===== src/iosys_pkg.sv =====
// shared widths, address map and register offsets for the io subsystem
// plus the ram request and apb structs
package iosys_pkg;

    typedef logic [31:0] word_t;      // apb and ram data
    typedef logic [22:0] ram_addr_t;  // 8 MB ram byte address
    typedef logic [7:0]  byte_t;      // flash or rom byte
    typedef logic [3:0]  wstrb_t;     // byte lane strobes
    typedef logic [11:0] joy_t;       // buttons of one pad

    // address map
    localparam word_t RAM_TOP  = 32'h0080_0000;  // apb ram window ends here
    localparam word_t REG_BASE = 32'h0200_0000;

    // register offsets from REG_BASE
    localparam word_t OFF_OVERLAY  = 32'h0000_0000;  // text overlay on/off
    localparam word_t OFF_ROM_CTRL = 32'h0000_0030;
    localparam word_t OFF_ROM_DATA = 32'h0000_0034;  // one write streams 4 bytes
    localparam word_t OFF_JOY      = 32'h0000_0040;
    localparam word_t OFF_TIME     = 32'h0000_0050;  // milliseconds since reset
    localparam word_t OFF_CYCLE    = 32'h0000_0054;
    localparam word_t OFF_ID       = 32'h0000_0060;

    localparam logic [15:0] CORE_ID = 16'd2;

    // sizes, scaled down for simulation
    localparam int BOOT_LEN     = 64;   // firmware image bytes
    localparam int TICKS_PER_MS = 100;  // clock cycles per millisecond
    localparam int TICK_W       = $clog2(TICKS_PER_MS);

    // rom streamer runs 4 bytes of 4 phases each
    localparam logic [3:0] ROM_LAST_PHASE = 4'd15;

    // ram request, wstrb of zero is a read
    typedef struct packed {
        logic      valid;
        ram_addr_t addr;
        word_t     wdata;
        wstrb_t    wstrb;
    } mem_req_t;

    typedef struct packed {
        logic  psel;
        logic  penable;
        logic  pwrite;
        word_t paddr;
        word_t pwdata;
    } apb_req_t;

    typedef struct packed {
        logic  pready;
        word_t prdata;
    } apb_rsp_t;

endpackage


===== src/uptime_timer.sv =====
`timescale 1ns/1ps
// free-running cycle counter and millisecond counter with prescaler
module uptime_timer import iosys_pkg::*; (
    input  logic  clk,
    input  logic  resetn,
    output word_t cycle_count,
    output word_t ms_count
);

    logic [TICK_W-1:0] tick_cnt;  // cycles into the current millisecond

    always_ff @(posedge clk) begin
        if (!resetn) begin
            cycle_count <= '0;
            ms_count    <= '0;
            tick_cnt    <= '0;
        end else begin
            cycle_count <= cycle_count + 1'b1;
            if (tick_cnt == TICK_W'(TICKS_PER_MS - 1)) begin
                tick_cnt <= '0;
                ms_count <= ms_count + 1'b1;  // wraps after ~49 days at real rate
            end else begin
                tick_cnt <= tick_cnt + 1'b1;
            end
        end
    end

endmodule


===== src/rom_streamer.sv =====
`timescale 1ns/1ps
// rom streamer, sends a 32-bit word to the console core as four byte strobes
// least significant byte first
module rom_streamer import iosys_pkg::*; (
    input  logic  clk,
    input  logic  resetn,
    input  word_t rom_word,
    input  logic  rom_word_we,
    output byte_t rom_byte,
    output logic  rom_valid,
    output logic  rom_busy
);

    // each byte takes 4 phases: 2 with valid high, 2 with valid low
    // phase[3:2] is the byte index, phase[1:0] the position within the byte
    word_t      shift_q;
    logic [3:0] phase;
    logic       busy_q;

    assign rom_byte  = shift_q[7:0];
    assign rom_valid = busy_q && !phase[1];  // phases 0 and 1 of each byte
    assign rom_busy  = busy_q;

    always_ff @(posedge clk) begin
        if (!resetn) begin
            busy_q <= 1'b0;
            phase  <= '0;
        end else if (rom_word_we) begin
            busy_q <= 1'b1;
            phase  <= '0;
        end else if (busy_q) begin
            phase <= phase + 1'b1;  // wraps back to 0 after the last phase
            if (phase == ROM_LAST_PHASE)
                busy_q <= 1'b0;     // 16 cycles busy in total
        end
    end

    // next byte moves down at the end of each low gap
    always_ff @(posedge clk) begin
        if (rom_word_we)
            shift_q <= rom_word;
        else if (busy_q && phase[1:0] == 2'd3)
            shift_q <= {8'h00, shift_q[31:8]};
    end

endmodule


===== src/boot_copier.sv =====
`timescale 1ns/1ps
// boot copier, moves the firmware image from the flash byte stream into ram
// as one single-lane write per byte
module boot_copier import iosys_pkg::*; (
    input  logic     clk,
    input  logic     resetn,
    input  logic     ram_busy,     // ram still initialising
    input  byte_t    flash_byte,
    input  logic     flash_valid,
    input  logic     boot_ready,   // ram ack for boot_req
    output logic     flash_ready,
    output mem_req_t boot_req,
    output logic     boot_done
);

    typedef enum logic [1:0] {
        BOOT_WAIT,  // waiting for ram to come up
        BOOT_COPY,
        BOOT_DONE
    } boot_state_t;

    boot_state_t state;
    ram_addr_t   next_addr;  // address of the next flash byte
    logic        req_valid;
    ram_addr_t   req_addr;
    word_t       req_wdata;
    wstrb_t      req_wstrb;
    logic        take;
    logic        ack;

    // one write in flight at a time
    assign flash_ready = (state == BOOT_COPY) && !req_valid && !ram_busy;
    assign take        = flash_valid && flash_ready;
    assign ack         = req_valid && boot_ready;

    always_ff @(posedge clk) begin
        if (!resetn) begin
            state     <= BOOT_WAIT;
            next_addr <= '0;
            req_valid <= 1'b0;
        end else begin
            case (state)
                BOOT_WAIT: begin
                    if (!ram_busy)
                        state <= BOOT_COPY;
                end
                BOOT_COPY: begin
                    // last byte acknowledged
                    if (ack && req_addr == ram_addr_t'(BOOT_LEN - 1))
                        state <= BOOT_DONE;
                end
                default: ;
            endcase

            if (take) begin
                req_valid <= 1'b1;  // request goes out the cycle after the byte
                next_addr <= next_addr + 1'b1;
            end else if (ack) begin
                req_valid <= 1'b0;
            end
        end
    end

    // write payload, byte copied to every lane
    always_ff @(posedge clk) begin
        if (take) begin
            req_addr  <= next_addr;
            req_wdata <= {4{flash_byte}};
            req_wstrb <= wstrb_t'(1) << next_addr[1:0];  // lane from addr[1:0]
        end
    end

    assign boot_req  = '{valid: req_valid, addr: req_addr, wdata: req_wdata, wstrb: req_wstrb};
    assign boot_done = (state == BOOT_DONE);

endmodule


===== src/iosys_regs.sv =====
`timescale 1ns/1ps
// apb slave with address decode, overlay and rom-load control registers,
// read mux for joystick, timers and id, and ram port arbitration
module iosys_regs import iosys_pkg::*; (
    input  logic     clk,
    input  logic     resetn,

    input  apb_req_t apb_req,
    output apb_rsp_t apb_rsp,

    input  word_t    cycle_count,
    input  word_t    ms_count,
    input  joy_t     joy1,
    input  joy_t     joy2,

    // boot copier side
    input  mem_req_t boot_req,
    input  logic     boot_done,
    output logic     boot_ready,

    // rom streamer side
    input  logic     rom_busy,
    output word_t    rom_word,
    output logic     rom_word_we,
    output logic     rom_loading,
    output logic     overlay,

    // ram port
    output mem_req_t ram_req,
    input  logic     ram_ready,
    input  word_t    ram_rdata
);

    logic     access;
    logic     ram_sel;
    logic     overlay_sel;
    logic     rom_ctrl_sel;
    logic     rom_data_sel;
    logic     joy_sel;
    logic     time_sel;
    logic     cycle_sel;
    logic     id_sel;
    logic     pready;
    logic     wr_done;
    word_t    reg_rdata;
    mem_req_t apb_mem_req;
    logic     overlay_q;
    logic     rom_loading_q;

    assign access = apb_req.psel && apb_req.penable;

    // address decode
    assign ram_sel      = apb_req.paddr < RAM_TOP;
    assign overlay_sel  = apb_req.paddr == REG_BASE + OFF_OVERLAY;
    assign rom_ctrl_sel = apb_req.paddr == REG_BASE + OFF_ROM_CTRL;
    assign rom_data_sel = apb_req.paddr == REG_BASE + OFF_ROM_DATA;
    assign joy_sel      = apb_req.paddr == REG_BASE + OFF_JOY;
    assign time_sel     = apb_req.paddr == REG_BASE + OFF_TIME;
    assign cycle_sel    = apb_req.paddr == REG_BASE + OFF_CYCLE;
    assign id_sel       = apb_req.paddr == REG_BASE + OFF_ID;

    // nothing completes until the firmware copy is in ram
    always_comb begin
        pready = 1'b0;
        if (access && boot_done) begin
            if (ram_sel)
                pready = ram_ready;           // wait for the ram port
            else if (rom_data_sel && apb_req.pwrite)
                pready = !rom_busy;           // previous word still streaming
            else
                pready = 1'b1;
        end
    end

    assign wr_done = pready && apb_req.pwrite;

    always_comb begin
        reg_rdata = '0;  // unmapped and write-only registers
        if (joy_sel)
            reg_rdata = {4'b0, joy2, 4'b0, joy1};
        else if (time_sel)
            reg_rdata = ms_count;
        else if (cycle_sel)
            reg_rdata = cycle_count;
        else if (id_sel)
            reg_rdata = {16'b0, CORE_ID};
    end

    assign apb_rsp = '{pready: pready, prdata: ram_sel ? ram_rdata : reg_rdata};

    // overlay and rom-load control
    always_ff @(posedge clk) begin
        if (!resetn) begin
            overlay_q     <= 1'b1;  // menu visible at power up
            rom_loading_q <= 1'b0;
        end else if (wr_done) begin
            if (overlay_sel) begin
                case (apb_req.pwdata[25:24])
                    2'd1:    overlay_q <= 1'b1;
                    2'd2:    overlay_q <= 1'b0;
                    default: ;  // 0 and 3 keep the current state
                endcase
            end
            if (rom_ctrl_sel) begin
                if (apb_req.pwdata[7:0] == 8'd1)
                    rom_loading_q <= 1'b1;
                else if (apb_req.pwdata[7:0] == 8'd0)
                    rom_loading_q <= 1'b0;
            end
        end
    end

    assign overlay     = overlay_q;
    assign rom_loading = rom_loading_q;
    assign rom_word    = apb_req.pwdata;
    assign rom_word_we = wr_done && rom_data_sel;  // only when streamer is idle

    // apb ram window, held by the apb master until pready
    assign apb_mem_req = '{
        valid: access && ram_sel && boot_done,
        addr:  ram_addr_t'(apb_req.paddr),
        wdata: apb_req.pwdata,
        wstrb: apb_req.pwrite ? 4'hf : 4'h0
    };

    // boot copier owns the port until the copy is done
    assign ram_req    = boot_done ? apb_mem_req : boot_req;
    assign boot_ready = ram_ready && !boot_done;

endmodule


===== src/iosys_top.sv =====
`timescale 1ns/1ps
// io subsystem top, register block with boot copier, rom streamer
// and uptime timer
module iosys_top import iosys_pkg::*; (
    input  logic     clk,
    input  logic     resetn,

    input  apb_req_t apb_req,
    output apb_rsp_t apb_rsp,

    input  joy_t     joy1,
    input  joy_t     joy2,

    // flash byte stream, already deserialized
    input  byte_t    flash_byte,
    input  logic     flash_valid,
    output logic     flash_ready,

    // ram port
    input  logic     ram_busy,
    output mem_req_t ram_req,
    input  logic     ram_ready,
    input  word_t    ram_rdata,

    // console core side
    output byte_t    rom_byte,
    output logic     rom_valid,
    output logic     rom_loading,
    output logic     overlay
);

    word_t    cycle_count;
    word_t    ms_count;
    mem_req_t boot_req;
    logic     boot_done;
    logic     boot_ready;
    word_t    rom_word;
    logic     rom_word_we;
    logic     rom_busy;

    iosys_regs u_regs (
        .clk         (clk),
        .resetn      (resetn),
        .apb_req     (apb_req),
        .apb_rsp     (apb_rsp),
        .cycle_count (cycle_count),
        .ms_count    (ms_count),
        .joy1        (joy1),
        .joy2        (joy2),
        .boot_req    (boot_req),
        .boot_done   (boot_done),
        .boot_ready  (boot_ready),
        .rom_busy    (rom_busy),
        .rom_word    (rom_word),
        .rom_word_we (rom_word_we),
        .rom_loading (rom_loading),
        .overlay     (overlay),
        .ram_req     (ram_req),
        .ram_ready   (ram_ready),
        .ram_rdata   (ram_rdata)
    );

    boot_copier u_boot (
        .clk         (clk),
        .resetn      (resetn),
        .ram_busy    (ram_busy),
        .flash_byte  (flash_byte),
        .flash_valid (flash_valid),
        .boot_ready  (boot_ready),
        .flash_ready (flash_ready),
        .boot_req    (boot_req),
        .boot_done   (boot_done)
    );

    rom_streamer u_rom (
        .clk         (clk),
        .resetn      (resetn),
        .rom_word    (rom_word),
        .rom_word_we (rom_word_we),
        .rom_byte    (rom_byte),
        .rom_valid   (rom_valid),
        .rom_busy    (rom_busy)
    );

    uptime_timer u_timer (
        .clk         (clk),
        .resetn      (resetn),
        .cycle_count (cycle_count),
        .ms_count    (ms_count)
    );

endmodule


===== config.mk =====
export PLATFORM = sky130hd
export DESIGN_NAME = iosys_top
export DESIGN_NICKNAME = d
export VERILOG_FILES = /design/src/iosys_pkg.sv /design/src/uptime_timer.sv /design/src/rom_streamer.sv /design/src/boot_copier.sv /design/src/iosys_regs.sv /design/src/iosys_top.sv
export SDC_FILE = /design/constraint.sdc
export NUM_CORES = 1
export LEC_CHECK = 0
export BUFFER_PORTS_ARGS = -buffer_cell sky130_fd_sc_hd__buf_4
export CORE_MARGIN = 1
export CORE_UTILIZATION = 39
export DETAILED_ROUTE_END_ITERATION = 6
export GPL_TIMING_DRIVEN = 0
export SLEW_MARGIN = 20
export SYNTH_ARGS = -nofsm -noshare
export SYNTH_HDL_FRONTEND = slang
export SYNTH_HIERARCHICAL = 1
export SYNTH_SLANG_ARGS = --single-unit

===== constraint.sdc =====
create_clock -name clk -period 11.3 [get_ports clk]
set_clock_uncertainty 0.2 [all_clocks]
set_input_delay 1.13 -clock clk [delete_from_list [all_inputs] [get_ports clk]]
set_output_delay 1.13 -clock clk [all_outputs]
set_load 0.03 [all_outputs]

==> impl_metrics.ini <==
[worst_setup_path]
cp_data_arrival_time_ns = 3.50
reg2reg_slack_ns = 7.71
worstSetupPathType = input port to output pin
r2r-end = u_rom/shift_q[8]$_DFFE_PP_
cp_data_required_time_ns = 9.97
cp-end-kind = output pin
reg2reg_from = u_boot/state[1]$_SDFFE_PN0P_
reg2reg_depth = 8
critPathLaunch = apb_req[56]
crit_end = apb_rsp[6]
crit_path_start_kind = input port
cp_max_fo = 10

[global_route]
grt_max_degree = 36
grt_pass1_wl_um = 42700
track_usage_pct = 21.3
grt_overflow = 0
antenna_found_initial = 0
grt_pass1_vias = 7882

[floorplan]
core-area_um2 = 24300
fp-row-count = 57
die_h_um = 159
io_pins = 241
die_width_um = 159
dieArea_um2 = 25400
start_util_pct = 39.8

[clocking]
postCtsSetupRepairBufs = 0
cts_tree = done
clock_path_buffers = 2
clk_pin_slew_worst_paths_ns = 0.07
clk-insertion-delay-late_ns = 0.43
cts_num_sinks = 171
cts_resized = 0
cts-root-buf = clkbuf_16
cts_made_buffers = 17
htree_levels = 4
hold_buffers = 0

[pwr]
total_leakage_power_nw = 4.54
powerDensity_nw_per_um2 = 108
peakVddDrop_v = 0.0000812

[detailed_routing]
drc = 0
viasPerCell = 5.23
route.detailed.wl_per_inst_um = 17.2
drtAntennaViolNets = 0
vias = 8272
wirelength_um = 27200
drt_pass1_iterations = 7
drtIter0Drc = 444

[timing]
hold_viol = 0
rsz0062_at_grt = no
tightestPinTransition_ns = 0.938
maxSlewHeadroom_pct = 37.5
hold_slack_ns = 0.250
setup_viol = 0
finalCriticalPeriod_ns = 4.83
setup_tns_ns = 0
period_share_pct = 42.8
slew_violations = 0
fmax_ghz = 0.207

[final_layout]
n_antenna_cell = 0
final_nets = 1388
drive_gt1_share_pct = 35.6
final_common_cell = buf_4
final_cell_mix = buf_4, dfxtp_1, mux2_2, nand2_1, edfxtp_1
nFillCells = 2322
area_growth_syn_to_layout_pct = 28.9

[synth]
seq_area_frac_synth_pct = 42.3
syn_inst = 987
synthAdderAreaFrac_pct = 0.776
synth_top_area_cell = dfxtp_1
synth_top_flop_cell = dfxtp_1
synthArstFlopShare_pct = 0
synth_warnings = 6
synth_mux_area_share_pct = 13.5
syn_area_um2 = 9670
synth_compound_area_share_pct = 10.5
synth_xor_area_share_pct = 3.17
synth-simple-area-share_pct = 20.5
synth.top_cell.area_share_pct = 21.5
ys_seq_elements = 171
avgSynthCellArea_um2 = 9.80
synth_top_family_by_area = simple AND/OR/NAND/NOR gates
synth_area_leaders = dfxtp_1, edfxtp_1, mux2_2
syn_nets = 1129
synth-edff-count = 67
ys_types = 61

[worst_hold_path]
hp-class = flip-flop to flip-flop

[job]
maxCapViolCount = 0

[status]
status = completed

[placed_design]
gp_congestion = 0.839
hpwl_um = 20800
io_buffers = 240
-- stage by stage --
stage	area (um^2)	util, %	power, mW	worst slack (ns)	cells
3_3_place_gp	11900	48.9	0.772	6.21	1551
2_1_floorplan	9670	-	0.710	6.90	987
5_1_grt	12500	51.3	1.39	6.33	1583
4_1_cts	12500	51.3	1.36	6.43	1583
6_report	12500	51.3	1.34	6.47	1583
3_5_place_dp	11900	48.9	0.772	6.43	1551
-- worst min-delay path by stage --
stage	startpoint	end	slack, ns	depth (start not counted)
floorplan	u_timer/tick_cnt[0]$_SDFF_PP0_	u_timer/tick_cnt[0]$_SDFF_PP0_	0.21	1
global placement	u_timer/tick_cnt[0]$_SDFF_PP0_	u_timer/tick_cnt[0]$_SDFF_PP0_	0.22	1
detailed placement	u_timer/tick_cnt[0]$_SDFF_PP0_	u_timer/tick_cnt[0]$_SDFF_PP0_	0.24	1
CTS	u_timer/tick_cnt[0]$_SDFF_PP0_	u_timer/tick_cnt[0]$_SDFF_PP0_	0.25	1
global route	u_timer/tick_cnt[0]$_SDFF_PP0_	u_timer/tick_cnt[0]$_SDFF_PP0_	0.28	1
finish	u_timer/tick_cnt[0]$_SDFF_PP0_	u_timer/tick_cnt[0]$_SDFF_PP0_	0.25	1
-- kinds of logic (layout without fill, tap and decap cells) --
logic type / count (synthesis) / after routing
AOI/OAI and AO/OA: 151 / 151
xor gates and xnor gates: 35 / 35
adders and majority gates: 6 / 6
buffers and inverters: 158 / 430
DFF: 171 / 171
muxes: 120 / 120
and+or+nand+nor: 346 / 346
-- final cells by class --
class	count	area [um^2]	share of cell area [%]
Clock inverter	14	140	1.12
Tap cell	324	405	3.25
Timing Repair Buffer	240	1800	14.4
Buffer	115	734	5.89
Multi-Input combinational cell	658	4680	37.5
Sequential cell	171	4090	32.8
Clock buffer	18	450	3.61
Inverter	43	166	1.33
-- per-layer routing --
metal | track usage [%] | part of all wire (%) | vias up
met5 | 0 | 0 | -
met4 | 4.72 | 0.70 | 0
met3 | 3.39 | 3.5 | 14
met2 | 35.3 | 48 | 167
met1 | 29.0 | 47 | 3960
li1 | - | - | 4131
-- synthesized netlist by cell type (2+ instances only) --
library cell / instances
nand2b_1: 13
a21oi_1: 48
or3_1: 15
and3_1: 9
o311ai_0: 3
clkbuf_1: 31
nor2b_1: 8
xnor2_1: 18
nand4_1: 28
ha_1: 6
o31ai_1: 29
nor4b_1: 2
nand2_1: 78
inv_1: 41
nor2_1: 45
mux2_2: 79
nand3b_1: 4
nand3_1: 34
buf_1: 8
buf_2: 4
buf_4: 66
nor3b_1: 3
buf_6: 4
edfxtp_1: 67
or4_4: 5
xor2_1: 17
o21ai_0: 30
nand4_2: 2
clkbuf_8: 2
o21a_1: 4
and4_1: 13
and2_1: 15
nor4_1: 18
dfxtp_1: 104
mux2i_1: 40
o41ai_1: 3
o221ai_1: 24
nor3_1: 11
nand4b_1: 4
or4_1: 31
-- power breakdown --
group	switching (mW)	internal (mW)	total, mW
Combinational	0.0511	0.0590	0.110
Sequential	0.00518	0.643	0.648
Clock	0.276	0.308	0.584
Total	0.332	1.01	1.34
-- worst max-delay path, stage by stage --
cell	delay, ns
buf_4	0.11
or4_4	0.56
nor3_1	0.77
clkbuf_1	0.51
nand2_1	0.12
o221ai_1	0.09
buf_4	0.19
-- sequential cells by signal (all words and copies together) (netlist names), 2 cells and up --
name                 flops
u_rom/shift_q           32
u_timer/cycle_count     32
u_timer/ms_count        32
u_boot/next_addr        23
u_boot/req_addr         23
u_boot/req_wdata         8
u_timer/tick_cnt         7
u_boot/req_wstrb         4
u_rom/phase              4
u_boot/state             2
Note: power is estimated with default switching activity, not from simulation.
